`config.mk`:
```
export PLATFORM = sky130hd
export DESIGN_NAME = speaker_top
export DESIGN_NICKNAME = d
export VERILOG_FILES = /design/src/speaker_pkg.sv /design/src/ps2_key_decoder.sv /design/src/beat_player.sv /design/src/tone_rom.sv /design/src/square_gen.sv /design/src/speaker_top.sv
export SDC_FILE = /design/constraint.sdc
export NUM_CORES = 1
export LEC_CHECK = 0
export BUFFER_PORTS_ARGS = -buffer_cell sky130_fd_sc_hd__buf_2
export CAP_MARGIN = 10
export CORE_ASPECT_RATIO = 1.5
export CORE_MARGIN = 2
export CORE_UTILIZATION = 33
export DETAILED_ROUTE_END_ITERATION = 7
export PLACE_DENSITY = 0.56
export SLEW_MARGIN = 20
export SYNTH_ARGS = -nofsm -noshare
export SYNTH_HDL_FRONTEND = slang
export SYNTH_HIERARCHICAL = 1
export SYNTH_SLANG_ARGS = --single-unit
```
`constraint.sdc`:
```
create_clock -name clk -period 4.3 [get_ports clk]
set_clock_uncertainty 0.15 [all_clocks]
set_input_delay 0.215 -clock clk [delete_from_list [all_inputs] [get_ports clk]]
set_output_delay 0.215 -clock clk [all_outputs]
set_load 0.005 [all_outputs]
```
`src/speaker_pkg.sv`:
```
/*
 * speaker package
 * widths, key codes, timing constants, note set and shared structs
 * for the keyboard melody player
 */
`default_nettype none

package speaker_pkg;

	// *********************************************************
	// widths with a meaning
	// *********************************************************
	typedef logic [8:0]   scan_code_t;
	typedef logic [511:0] key_map_t;
	typedef logic [5:0]   beat_t;
	typedef logic [8:0]   half_period_t;
	typedef logic [11:0]  beat_ticks_t;

	// top bit is the E0 extended flag
	localparam scan_code_t KEY_W     = 9'h01d;
	localparam scan_code_t KEY_S     = 9'h01b;
	localparam scan_code_t KEY_R     = 9'h02d;
	localparam scan_code_t KEY_ENTER = 9'h05a;

	// PS/2 prefix bytes
	localparam logic [7:0] PS2_EXT_BYTE   = 8'he0;
	localparam logic [7:0] PS2_BREAK_BYTE = 8'hf0;

	localparam int PS2_SYNC_STAGES = 2;

	// scaled for simulation
	localparam beat_ticks_t BEAT_TICKS_SLOW = 12'd2048;
	localparam beat_ticks_t BEAT_TICKS_FAST = 12'd1024;
	localparam int          BEAT_COUNT      = 64;

	// *********************************************************
	// notes
	// *********************************************************
	typedef enum logic [3:0] {
		NOTE_REST,
		NOTE_C4, NOTE_D4, NOTE_E4, NOTE_F4, NOTE_G4, NOTE_A4, NOTE_B4,
		NOTE_C5, NOTE_D5, NOTE_E5, NOTE_F5, NOTE_G5
	} note_t;

	// half-period in clock cycles, zero for a rest
	function automatic half_period_t note_half_period(input note_t note);
		case (note)
			NOTE_C4: return 9'd478;
			NOTE_D4: return 9'd426;
			NOTE_E4: return 9'd379;
			NOTE_F4: return 9'd358;
			NOTE_G4: return 9'd319;
			NOTE_A4: return 9'd284;
			NOTE_B4: return 9'd253;
			NOTE_C5: return 9'd239;
			NOTE_D5: return 9'd213;
			NOTE_E5: return 9'd190;
			NOTE_F5: return 9'd179;
			NOTE_G5: return 9'd159;
			default: return 9'd0;
		endcase
	endfunction

	typedef struct packed {
		logic       valid;
		scan_code_t code;
	} key_event_t;

	typedef struct packed {
		logic reverse;
		logic fast;
	} play_mode_t;

endpackage

`default_nettype wire

```
`src/ps2_key_decoder.sv`:
```
/*
 * PS/2 key decoder
 * receives keyboard frames, follows E0/F0 prefixes and keeps
 * a map of the keys held down
 */
`timescale 1ns/1ps
`default_nettype none

module ps2_key_decoder (
	input  wire                     clk,
	input  wire                     rst_n,
	input  wire                     ps2_clk,
	input  wire                     ps2_data,
	output speaker_pkg::key_map_t   key_map,
	output speaker_pkg::key_event_t key_event
);

	typedef enum logic [1:0] {
		ST_IDLE,
		ST_DATA,
		ST_PARITY,
		ST_STOP
	} ps2_state_t;

	logic [speaker_pkg::PS2_SYNC_STAGES-1:0] clk_sync;
	logic [speaker_pkg::PS2_SYNC_STAGES-1:0] data_sync;
	logic ps2_clk_s;
	logic ps2_data_s;
	logic clk_prev;
	logic clk_fall;

	ps2_state_t state;
	logic [2:0] bit_cnt;
	logic [7:0] shreg;
	logic       parity_ok;
	logic       ext_flag;
	logic       brk_flag;
	speaker_pkg::scan_code_t frame_code;

	// *********************************************************
	// line synchronizers and falling edge
	// *********************************************************
	always_ff @(posedge clk) begin
		if (!rst_n) begin
			clk_sync  <= '1;
			data_sync <= '1;
			clk_prev  <= 1'b1;
		end else begin
			clk_sync  <= {clk_sync[speaker_pkg::PS2_SYNC_STAGES-2:0], ps2_clk};
			data_sync <= {data_sync[speaker_pkg::PS2_SYNC_STAGES-2:0], ps2_data};
			clk_prev  <= ps2_clk_s;
		end
	end

	assign ps2_clk_s  = clk_sync[speaker_pkg::PS2_SYNC_STAGES-1];
	assign ps2_data_s = data_sync[speaker_pkg::PS2_SYNC_STAGES-1];
	assign clk_fall   = clk_prev & ~ps2_clk_s;

	assign frame_code = {ext_flag, shreg};

	// *********************************************************
	// frame FSM and key map
	// *********************************************************
	always_ff @(posedge clk) begin
		if (!rst_n) begin
			state     <= ST_IDLE;
			bit_cnt   <= '0;
			parity_ok <= 1'b0;
			ext_flag  <= 1'b0;
			brk_flag  <= 1'b0;
			key_map   <= '0;
			key_event <= '0;
		end else begin
			key_event.valid <= 1'b0;
			if (clk_fall) begin
				case (state)
					ST_IDLE: begin
						// start bit must be low
						if (!ps2_data_s) begin
							state   <= ST_DATA;
							bit_cnt <= '0;
						end
					end
					ST_DATA: begin
						// lsb first
						shreg   <= {ps2_data_s, shreg[7:1]};
						bit_cnt <= bit_cnt + 3'd1;
						if (bit_cnt == 3'd7)
							state <= ST_PARITY;
					end
					ST_PARITY: begin
						// odd parity over data and parity bit
						parity_ok <= ^{shreg, ps2_data_s};
						state     <= ST_STOP;
					end
					ST_STOP: begin
						state <= ST_IDLE;
						// bad frames vanish here
						if (ps2_data_s && parity_ok) begin
							if (shreg == speaker_pkg::PS2_EXT_BYTE) begin
								ext_flag <= 1'b1;
							end else if (shreg == speaker_pkg::PS2_BREAK_BYTE) begin
								brk_flag <= 1'b1;
							end else begin
								key_map[frame_code] <= ~brk_flag;
								key_event.valid     <= 1'b1;
								key_event.code      <= frame_code;
								ext_flag            <= 1'b0;
								brk_flag            <= 1'b0;
							end
						end
					end
					default: state <= ST_IDLE;
				endcase
			end
		end
	end

	// one pulse per finished key
	a_event_single: assert property (@(posedge clk) disable iff (!rst_n)
		key_event.valid |=> !key_event.valid);

endmodule

`default_nettype wire

```
`src/beat_player.sv`:
```
/*
 * beat player
 * beat-rate enable and up/down beat counter with restart
 */
`timescale 1ns/1ps
`default_nettype none

module beat_player (
	input  wire                     clk,
	input  wire                     rst_n,
	input  speaker_pkg::play_mode_t mode,
	input  wire                     restart,
	output speaker_pkg::beat_t      beat
);

	speaker_pkg::beat_ticks_t tick_cnt;
	speaker_pkg::beat_ticks_t tick_len;
	speaker_pkg::beat_t       beat_next;
	logic                     tick_end;

	assign tick_end = (tick_cnt == tick_len - 12'd1);

	// step one beat, wrap at both ends
	always_comb begin
		if (mode.reverse) begin
			if (beat == '0)
				beat_next = speaker_pkg::beat_t'(speaker_pkg::BEAT_COUNT - 1);
			else
				beat_next = beat - 6'd1;
		end else begin
			if (beat == speaker_pkg::beat_t'(speaker_pkg::BEAT_COUNT - 1))
				beat_next = '0;
			else
				beat_next = beat + 6'd1;
		end
	end

	// length of the next beat is latched at each boundary
	always_ff @(posedge clk) begin
		if (!rst_n) begin
			beat     <= '0;
			tick_cnt <= '0;
			tick_len <= speaker_pkg::BEAT_TICKS_SLOW;
		end else if (restart) begin
			beat     <= '0;
			tick_cnt <= '0;
			tick_len <= mode.fast ? speaker_pkg::BEAT_TICKS_FAST : speaker_pkg::BEAT_TICKS_SLOW;
		end else if (tick_end) begin
			beat     <= beat_next;
			tick_cnt <= '0;
			tick_len <= mode.fast ? speaker_pkg::BEAT_TICKS_FAST : speaker_pkg::BEAT_TICKS_SLOW;
		end else begin
			tick_cnt <= tick_cnt + 12'd1;
		end
	end

	a_beat_steady: assert property (@(posedge clk) disable iff (!rst_n)
		(!tick_end && !restart) |=> $stable(beat));

endmodule

`default_nettype wire

```
`src/tone_rom.sv`:
```
/*
 * tone ROM
 * 64-beat melody, each beat mapped to a note half-period
 */
`timescale 1ns/1ps
`default_nettype none

module tone_rom (
	input  speaker_pkg::beat_t        beat,
	output speaker_pkg::half_period_t half_period
);

	speaker_pkg::note_t note;

	// four phrases of two-beat notes, each ending in a rest
	always_comb begin
		note = speaker_pkg::NOTE_REST;
		case (beat)
			6'd0,  6'd1:  note = speaker_pkg::NOTE_C4;
			6'd2,  6'd3:  note = speaker_pkg::NOTE_E4;
			6'd4,  6'd5:  note = speaker_pkg::NOTE_G4;
			6'd6,  6'd7:  note = speaker_pkg::NOTE_C5;
			6'd8,  6'd9:  note = speaker_pkg::NOTE_G4;
			6'd10, 6'd11: note = speaker_pkg::NOTE_E4;
			6'd12, 6'd13: note = speaker_pkg::NOTE_C4;
			6'd14, 6'd15: note = speaker_pkg::NOTE_REST;
			// second phrase a step up
			6'd16, 6'd17: note = speaker_pkg::NOTE_D4;
			6'd18, 6'd19: note = speaker_pkg::NOTE_F4;
			6'd20, 6'd21: note = speaker_pkg::NOTE_A4;
			6'd22, 6'd23: note = speaker_pkg::NOTE_D5;
			6'd24, 6'd25: note = speaker_pkg::NOTE_A4;
			6'd26, 6'd27: note = speaker_pkg::NOTE_F4;
			6'd28, 6'd29: note = speaker_pkg::NOTE_D4;
			6'd30, 6'd31: note = speaker_pkg::NOTE_REST;
			6'd32, 6'd33: note = speaker_pkg::NOTE_E4;
			6'd34, 6'd35: note = speaker_pkg::NOTE_G4;
			6'd36, 6'd37: note = speaker_pkg::NOTE_B4;
			6'd38, 6'd39: note = speaker_pkg::NOTE_E5;
			6'd40, 6'd41: note = speaker_pkg::NOTE_B4;
			6'd42, 6'd43: note = speaker_pkg::NOTE_G4;
			6'd44, 6'd45: note = speaker_pkg::NOTE_E4;
			6'd46, 6'd47: note = speaker_pkg::NOTE_REST;
			// closing run to the top
			6'd48, 6'd49: note = speaker_pkg::NOTE_F4;
			6'd50, 6'd51: note = speaker_pkg::NOTE_A4;
			6'd52, 6'd53: note = speaker_pkg::NOTE_C5;
			6'd54, 6'd55: note = speaker_pkg::NOTE_F5;
			6'd56, 6'd57: note = speaker_pkg::NOTE_G5;
			6'd58, 6'd59: note = speaker_pkg::NOTE_E5;
			6'd60, 6'd61: note = speaker_pkg::NOTE_C5;
			6'd62, 6'd63: note = speaker_pkg::NOTE_REST;
			default:      note = speaker_pkg::NOTE_REST;
		endcase
	end

	assign half_period = speaker_pkg::note_half_period(note);

endmodule

`default_nettype wire

```
`src/square_gen.sv`:
```
/*
 * square-wave tone generator
 * 50 % square wave from a half-period, silent for rests
 */
`timescale 1ns/1ps
`default_nettype none

module square_gen (
	input  wire                       clk,
	input  wire                       rst_n,
	input  speaker_pkg::half_period_t half_period,
	output logic                      audio
);

	speaker_pkg::half_period_t cnt;
	speaker_pkg::half_period_t hp_q;
	logic                      hp_changed;

	assign hp_changed = (half_period != hp_q);

	always_ff @(posedge clk) begin
		if (!rst_n) begin
			cnt   <= '0;
			hp_q  <= '0;
			audio <= 1'b0;
		end else begin
			hp_q <= half_period;
			if (half_period == '0) begin
				// rest
				cnt   <= '0;
				audio <= 1'b0;
			end else if (hp_changed || cnt == '0) begin
				cnt <= half_period - 9'd1;
				if (!hp_changed)
					audio <= ~audio;
			end else begin
				cnt <= cnt - 9'd1;
			end
		end
	end

	a_rest_quiet: assert property (@(posedge clk) disable iff (!rst_n)
		(half_period == '0 && $past(half_period) == '0) |-> !audio);

endmodule

`default_nettype wire

```
`src/speaker_top.sv`:
```
/*
 * speaker top
 * keyboard-controlled melody player: PS/2 decoder, play-mode
 * register, beat player, tone ROM and square-wave output
 */
`timescale 1ns/1ps
`default_nettype none

module speaker_top (
	input  wire                     clk,
	input  wire                     rst_n,
	input  wire                     ps2_clk,
	input  wire                     ps2_data,
	output wire                     audio,
	output speaker_pkg::beat_t      beat,
	output speaker_pkg::play_mode_t mode
);

	speaker_pkg::key_map_t     key_map;
	speaker_pkg::key_event_t   key_event;
	speaker_pkg::half_period_t half_period;
	logic                      restart;

	ps2_key_decoder u_keys (
		.clk      (clk),
		.rst_n    (rst_n),
		.ps2_clk  (ps2_clk),
		.ps2_data (ps2_data),
		.key_map  (key_map),
		.key_event(key_event)
	);

	// *********************************************************
	// play mode from held keys, W > S > R > Enter
	// *********************************************************
	always_ff @(posedge clk) begin
		if (!rst_n) begin
			mode    <= '0;
			restart <= 1'b0;
		end else begin
			restart <= 1'b0;
			if (key_event.valid) begin
				if (key_map[speaker_pkg::KEY_W]) begin
					mode.reverse <= 1'b0;
				end else if (key_map[speaker_pkg::KEY_S]) begin
					mode.reverse <= 1'b1;
				end else if (key_map[speaker_pkg::KEY_R]) begin
					mode.fast <= ~mode.fast;
				end else if (key_map[speaker_pkg::KEY_ENTER]) begin
					mode    <= '0;
					restart <= 1'b1;
				end
			end
		end
	end

	beat_player u_player (
		.clk    (clk),
		.rst_n  (rst_n),
		.mode   (mode),
		.restart(restart),
		.beat   (beat)
	);

	tone_rom u_rom (
		.beat       (beat),
		.half_period(half_period)
	);

	square_gen u_tone (
		.clk        (clk),
		.rst_n      (rst_n),
		.half_period(half_period),
		.audio      (audio)
	);

endmodule

`default_nettype wire

```
==> results of run 1 <==
==> layer usage <==
| metal | GRT usage (%) | wire length, um |
|---|---|---|
| met1 | 14.0 | 3870 |
| met2 | 24.7 | 4810 |
| met5 | 0 | 0 |
| met3 | 2.87 | 243 |
| met4 | 5.34 | 176 |
==> path summary, 6_finish.rpt <==
| kind | start | end | slack [ns] | cells past startpoint |
|---|---|---|---|---|
| setup / recovery | u_player/beat[2] | u_tone/cnt[6] | 0.26 | 17 |
| hold reg to reg | u_keys/data_sync[0] | u_keys/data_sync[1] | 0.26 | 1 |
| hold / removal | rst_n | u_keys/data_sync[1] | 0.17 | 2 |
| setup reg to reg | u_player/beat[2] | u_tone/cnt[6] | 0.26 | 17 |
==> area by class of cell <==
| class | count | share of cell area, % |
|---|---|---|
| clock buffer | 10 | 4.67 |
| clock inverter | 6 | 1.30 |
| tap | 159 | 4.06 |
| inverter | 18 | 1.45 |
| multi-input combinational | 335 | 52.9 |
| sequential | 68 | 29.6 |
| timing repair buffer | 41 | 6.02 |
==> state kept, by name, indices dropped and copies added, names as in the netlist, 3 cells and up <==
signal and cells:
u_keys/key_map 4, u_keys/shreg 8, u_player/beat 6, u_tone/cnt 9, u_player/tick_cnt 12, u_keys/bit_cnt 3
u_tone/hp_q 9
==> critical path, stage by stage, from the launching register on <==
cell and delay (ns):
dfxtp_4 0.38, clkinvlp_4 0.14, ha_4 0.26, a2111oi_4 0.32, a221o_2 0.24, buf_12 0.13
xnor2_1 0.07, a221o_1 0.33, xnor2_1 0.15, nand3_1 0.15, nor4b_4 0.41, mux2i_2 0.27
ha_2 0.24, nand2b_4 0.08, nor4_4 0.27, xor2_1 0.16, nor2_1 0.05, a211oi_1 0.15
==> repair_timing <==
action	CTS	global route
hold buffers	2	0
gates resized for setup	0	17
setup endpoints to repair	0	4
hold endpoints to repair	2	0
setup buffers	0	11
==> power breakdown <==
| group | leakage, uW | internal, uW | switching, uW | total (uW) |
|---|---|---|---|---|
| Sequential | 0.000565 | 652 | 8.68 | 660 |
| Combinational | 0.00113 | 20.1 | 23.7 | 43.8 |
| Clock | 0.000139 | 449 | 276 | 725 |
| Total | 0.00183 | 1120 | 308 | 1430 |
==> metrics by stage <==
step	setup WS [ns]	utilization, %
2_1_floorplan	0.0215	-
6_report	0.261	38.2
5_1_grt	-0.00155	38.2
3_5_place_dp	0.0493	34.6
3_3_place_gp	0.115	34.6
4_1_cts	0.0572	37.0
==> impl_metrics.toml, run 1 <==
[power_and_ir_drop]
peakVddDrop_v = 0.000202
p_leak_uw = 0.00183
power_density_nw_per_um2 = 291
finalPower_uw = 1430

[setup_path]
critPathMaxFanout = 8
critPathCaptureType = "register"
critPathKind = "register to register"
cp.required_ns = 4.40
start_kind = "register"
worst_ep_arrival_time_ns = 4.14

[drt]
wl_per_cell_um = 14.3
dr.pass1.iters = 4
postRouteAntennaNets = 0
drtIter0Drc = 91
vias_per_cell = 5.14
drc = 0
vias = 3272
routed_wirelength_um = 9090

[global_routing]
grt_usage_pct = 13.1
grt_overflow = 0
grt_pass1_vias = 3161
grt_max_degree = 30
grt_pass1_wl_um = 14900
antenna_found_initial = 0

[placed_design]
place_area_um2 = 4430
dp_hpwl_um = 6680
place_inst = 608
port_buffers = 12
gp_congestion = 0.766

[synth]
syn_inst = 483
synthesis.nets = 512
syn_avg_cell_area_um2 = 8.90
synthesis.area_um2 = 4300
ys_warn_count = 6

[sta]
tightest_slew_ns = 0.704
holdWs_ns = 0.170
final_hold_viol_count = 0
max_freq_mhz = 248
timing.final.crit_share_pct = 93.9
slew_viol_final = 0
setup_viol = 0
relSlewSlack_pct = 53.1
finalSetupTns_ns = 0
min_period_ns = 4.04

[die]
fp.dieW_um = 97.2
die-area_um2 = 14000
core_um2 = 12800
rows = 51
ioPinCount = 13
fp.dieH_um = 144
start_util_pct = 33.5

[status]
status = "finished clean"

[cells_and_area]
seqCellArea_um2 = 1450
stdcell_area_um2 = 4900
multiInputGateArea_um2 = 2590
most-common-layout-cells = "56 x dfxtp_1, 29 x nor2_1, 26 x buf_4, 24 x xnor2_1, 21 x ha_1"
layout_commonest_cell = "dfxtp_1"
final-instance-count-excl-fill = 637
drive_gt1_share_pct = 22.4
nets = 502
insertedDiodeCount = 0
area_delta_synth_final_pct = 14.1
num-fill-cells = 1254

[cts]
cts_buffer_depth = 2
clock-root-buffer = "clkbuf_16"
htree_levels = 3
cts_tree = "yes"
clock-sinks = 68
path_clk_slew_ns = 0.06
cts_buffers = 9
insertion_delay_ns = 0.33

[min_path]
hold_class = "input port to register"

[run]
cap_violations = 0
Note: power is estimated with default switching activity, not from simulation.
==> run 2: changes to the inputs <==
Settings changed: CTS_CLUSTER_SIZE set to 24, PLACE_DENSITY 0.56 to 0.54.
Clock period 4.3 ns to 4.8 ns, I/O delays scaled along.
==> impl_metrics.toml, run 2 (synthesis results as in run 1) <==
[setup_path]
critical_path.top_delay_family = "compound AO/OA/AOI/OAI gates"
path_buf_inv = 3
cp.depth = 18
r2r-start = "u_player/beat[1]"
critPathMaxFanout = 10
worst_ep_arrival_time_ns = 4.67
crit_path_start = "u_player/beat[1]"
critPathMaxStageDelay_ns = 0.46
critPathCaptureType = "register"
critPathKind = "register to register"
crit_path_cell_trace = "buf_4 > inv_1 > ha_1 > a2111oi_4 > a221o_1 > buf_4 > mux2i_1 > a221oi_2 > xnor2_1 > nand3_1 > nor4b_4 > mux2i_1 > ha_2 > nand2b_1 > nor3_1 > xor2_1 > nor2_1 > a211oi_1"
r2r_cells = 18
slowest_stage = "a2111oi_4"
cp.required_ns = 4.89
start_kind = "register"

[sta]
slew_viol_final = 0
min_period_ns = 4.58
relSlewSlack_pct = 51.4
setup_viol = 0
finalSetupTns_ns = 0
max_freq_mhz = 218
final_hold_viol_count = 0
timing.final.crit_share_pct = 95.5
tightest_slew_ns = 0.730

[drt]
wl_per_cell_um = 14.2
dr.pass1.iters = 4
routed_wirelength_um = 8910
drtIter0Drc = 151
drc = 0
vias_per_cell = 5.22
postRouteAntennaNets = 0
vias = 3275

[cts]
cts_tree = "yes"
cts_buffer_depth = 2
cts_buffers = 9
htree_levels = 3
clock-root-buffer = "clkbuf_16"
path_clk_slew_ns = 0.06
insertion_delay_ns = 0.32
clock-sinks = 68

[cells_and_area]
largest_reg_flops = 12
layout_commonest_cell = "dfxtp_1"
regMostFlops = "u_player/tick_cnt"
most-common-layout-cells = "58 x dfxtp_1, 30 x nor2_1, 24 x xnor2_1, 24 x ha_1, 19 x nor3_1"
seqCellArea_um2 = 1440
multiInputGateArea_um2 = 2530
insertedDiodeCount = 0
largest_registers = "u_player/tick_cnt: 12 flops, u_tone/cnt: 9 flops, u_tone/hp_q: 9 flops"
drive_gt1_share_pct = 16.7
final-instance-count-excl-fill = 627
num-fill-cells = 1310
nets = 492
area_delta_synth_final_pct = 10.7

[global_routing]
grt_max_degree = 30
grt_overflow = 0
grt_pass1_vias = 3101
grt_usage_pct = 12.8
antenna_found_initial = 0
grt_pass1_wl_um = 14700

[die]
fp.dieH_um = 144
fp.dieW_um = 97.2
ioPinCount = 13
core_um2 = 12800
rows = 51
start_util_pct = 33.5
die-area_um2 = 14000

[placed_design]
dp_hpwl_um = 6210
gp_congestion = 0.856
port_buffers = 12
place_inst = 604

[power_and_ir_drop]
finalPower_uw = 1330
power_density_nw_per_um2 = 279
p_leak_uw = 0.00177
peakVddDrop_v = 0.000183

[min_path]
hp-start = "rst_n"
hold_class = "input port to register"
hold_depth = 2

[run]
cap_violations = 0

[status]
status = "finished clean"
-- run 2: path summary, 6_finish.rpt --
path	end	slack, ns
setup reg to reg	u_tone/cnt[8]	0.22
hold reg to reg	u_keys/clk_sync[1]	0.25
setup / recovery	u_tone/cnt[8]	0.22
hold / removal	u_keys/data_sync[1]	0.20
-- run 2: layout make-up --
cell class	count	share of cell area, %
sequential	68	30.3
inverter	18	1.42
timing repair buffer	30	4.20
tap	159	4.18
clock buffer	9	4.73
multi-input combinational	336	53.2
clock inverter	7	1.89
-- run 2: per-stage QoR --
step                hold WS, ns  area (um^2)  util (%)  setup WS (ns)
detailed placement        0.245         4370      34.1          0.228
global route              0.244         4760      37.1        -0.0536
finish                    0.198         4760      37.1          0.216
CTS                       0.200         4710      36.7          0.208
global placement          0.244         4370      34.1          0.312
floorplan                 0.163         4300         -         0.0584
-- run 2: power by group --
part	total, uW	switching [uW]	internal (uW)
registers	593	7.95	585
clock network	698	246	453
logic	37.9	20.5	17.4
total	1330	274	1050
-- run 2: timing repair --
action / in CTS / in global routing
setup buffers: 0 / 4
hold endpoints to repair: 2 / 0
setup endpoints to repair: 0 / 3
hold buffers: 2 / 0
gates resized for setup: 0 / 4
-- run 2: layer usage --
layer | wire, um | vias to the layer above | GRT usage (%)
li1 | - | 1629 | -
met1 | 3800 | 1567 | 14.2
met2 | 4570 | 62 | 23.5
met3 | 346 | 17 | 3.36
met4 | 187 | 0 | 4.97
met5 | 0 | - | 0
==> run 3: changes to the inputs <==
Clock period 4.8 ns to 5.9 ns, I/O delays scaled along.
==> impl_metrics.toml, run 3 (synthesis results as in run 1) <==
[cells_and_area]
largest_registers = "u_player/tick_cnt: 12 flops, u_tone/cnt: 9 flops, u_tone/hp_q: 9 flops"
insertedDiodeCount = 0
stdcell_area_um2 = 4640
regMostFlops = "u_player/tick_cnt"
nets = 478
largest_reg_flops = 12
drive_gt1_share_pct = 13.2
layout_commonest_cell = "dfxtp_1"
most-common-layout-cells = "60 x dfxtp_1, 30 x nor2_1, 25 x ha_1, 24 x xnor2_1, 19 x nor3_1"
area_delta_synth_final_pct = 7.97
final-instance-count-excl-fill = 613

[die]
start_util_pct = 33.5
fp.dieW_um = 97.2
ioPinCount = 13
fp.dieH_um = 144
die-area_um2 = 14000
rows = 51
core_um2 = 12800

[global_routing]
grt_pass1_wl_um = 15200
grt_usage_pct = 13.3
grt_max_degree = 30
grt_pass1_vias = 3202
antenna_found_initial = 0
grt_overflow = 0

[cts]
clock-root-buffer = "clkbuf_16"
cts_buffer_depth = 2
path_clk_slew_ns = 0.06
insertion_delay_ns = 0.33
cts_buffers = 9
post_cts_resize_count = 0
cts_tree = "yes"
clock-sinks = 68
htree_levels = 3
cts_setup_buffers = 0

[power_and_ir_drop]
finalPower_uw = 1080
comb_power_share_pct = 2.9
p_sw_uw = 225
p_leak_uw = 0.00171
switching_share_pct = 20.8
peakVddDrop_v = 0.000164
power_density_nw_per_um2 = 233
internal_power_uw = 858
power_frac_seq_pct = 44.5
clkPwrFrac_pct = 52.6

[status]
status = "finished clean"

[min_path]
hold_class = "input port to register"
hp-start = "rst_n"

[sta]
slew_viol_final = 0
timing.final.crit_share_pct = 86.1
tightest_slew_ns = 0.768
max_freq_mhz = 197
setup_viol = 0
relSlewSlack_pct = 48.8
finalSetupTns_ns = 0
rsz0062_at_grt = "false"
min_period_ns = 5.08
final_hold_viol_count = 0

[drt]
drtIter0Drc = 204
wl_per_cell_um = 14.2
postRouteAntennaNets = 0
drc = 0
dr.pass1.iters = 4
routed_wirelength_um = 8720
vias_per_cell = 5.22
vias = 3202

[setup_path]
critPathMaxStageDelay_ns = 0.66
r2r-start = "u_player/beat[2]"
crit_path_start = "u_player/beat[2]"
critPathCaptureType = "register"
worst_ep_arrival_time_ns = 5.18
critPathMaxFanout = 18
slowest_stage = "dfxtp_1"
start_kind = "register"
crit_path_cell_trace = "inv_1 > ha_1 > a2111oi_4 > a221o_1 > mux2i_1 > a221oi_1 > xnor2_1 > nand4_1 > nor4b_4 > buf_4 > mux2i_1 > ha_1 > nand2b_1 > nor4_1 > xor2_1 > nor2_1 > a211oi_1"
critPathKind = "register to register"
cp.required_ns = 6.00

[placed_design]
dp_hpwl_um = 6410
gp_congestion = 0.840
port_buffers = 12
place_inst = 595
place_area_um2 = 4310

[run]
cap_violations = 0
[run 3: cell count changes in the layout (fill, tap and decap cells not counted)]
| cell | change |
|---|---|
| dfxtp_2 | -2 |
| ha_2 | -1 |
| clkinv_1 | +1 |
| clkinvlp_4 | -1 |
| clkinv_2 | -1 |
| a221oi_2 | -1 |
| a221o_1 | -1 |
| dfxtp_1 | +2 |
| ha_1 | +1 |
| buf_4 | -13 |
| clkinv_4 | +1 |
| a221oi_1 | +1 |
[run 3: cell type report]
type	count	area, um^2
clock buffer	9	225
clock inverter	7	90.1
fill	1286	8180
inverter	18	67.6
multi-input combinational	335	2520
sequential	68	1440
tap	159	199
timing repair buffer	17	103
[run 3: stage by stage]
stage                     hold WS (ns)  setup slack (ns)  utilization (%)
after detailed placement         0.243             0.827             33.6
final                            0.232             0.821             36.2
after global routing             0.293             0.293             36.2
after floorplan                  0.218              1.16                -
after CTS                        0.238             0.801             36.2
after global placement           0.244              1.00             33.6
[run 3: critical path, delay by kind of cell (launching register included)]
kind	cells	cell delay (ns)
DFF	1	0.66
and+or+nand+nor	5	0.93
buffers and inverters	2	0.45
muxes	2	0.37
AOI/OAI and AO/OA	4	1.41
xor gates and xnor gates	2	0.36
adders and majority gates	2	0.66
[run 3: repair_timing]
item                                   in CTS  in global routing
endpoints found under the hold margin       2                  0
hold buffers                                2                  0
setup endpoints to repair                   0                  0
[run 3: final timing paths]
path,slack (ns),end,cells past startpoint
setup / recovery,0.82,u_tone/cnt[6],17
hold / removal,0.23,u_keys/data_sync[1],2
setup reg to reg,0.82,u_tone/cnt[6],17
hold reg to reg,0.26,u_keys/clk_sync[1],1
[run 3: power by group through the flow]
stage	logic, uW	clock network [uW]	registers, uW
finish	31.0	570	482
CTS	31.5	585	482
global placement	30.0	0	492
detailed placement	30.2	0	493
floorplan	25.0	0	491
global route	35.0	607	483
[run 3: metal layers]
layer / global-route usage [%] / up-vias / part of all wire (%)
met1: 15.0 / 1534 / 43
met5: 0 / - / 0
met4: 5.56 / 0 / 2.2
met3: 3.45 / 13 / 3.9
li1: - / 1601 / -
met2: 23.9 / 54 / 51
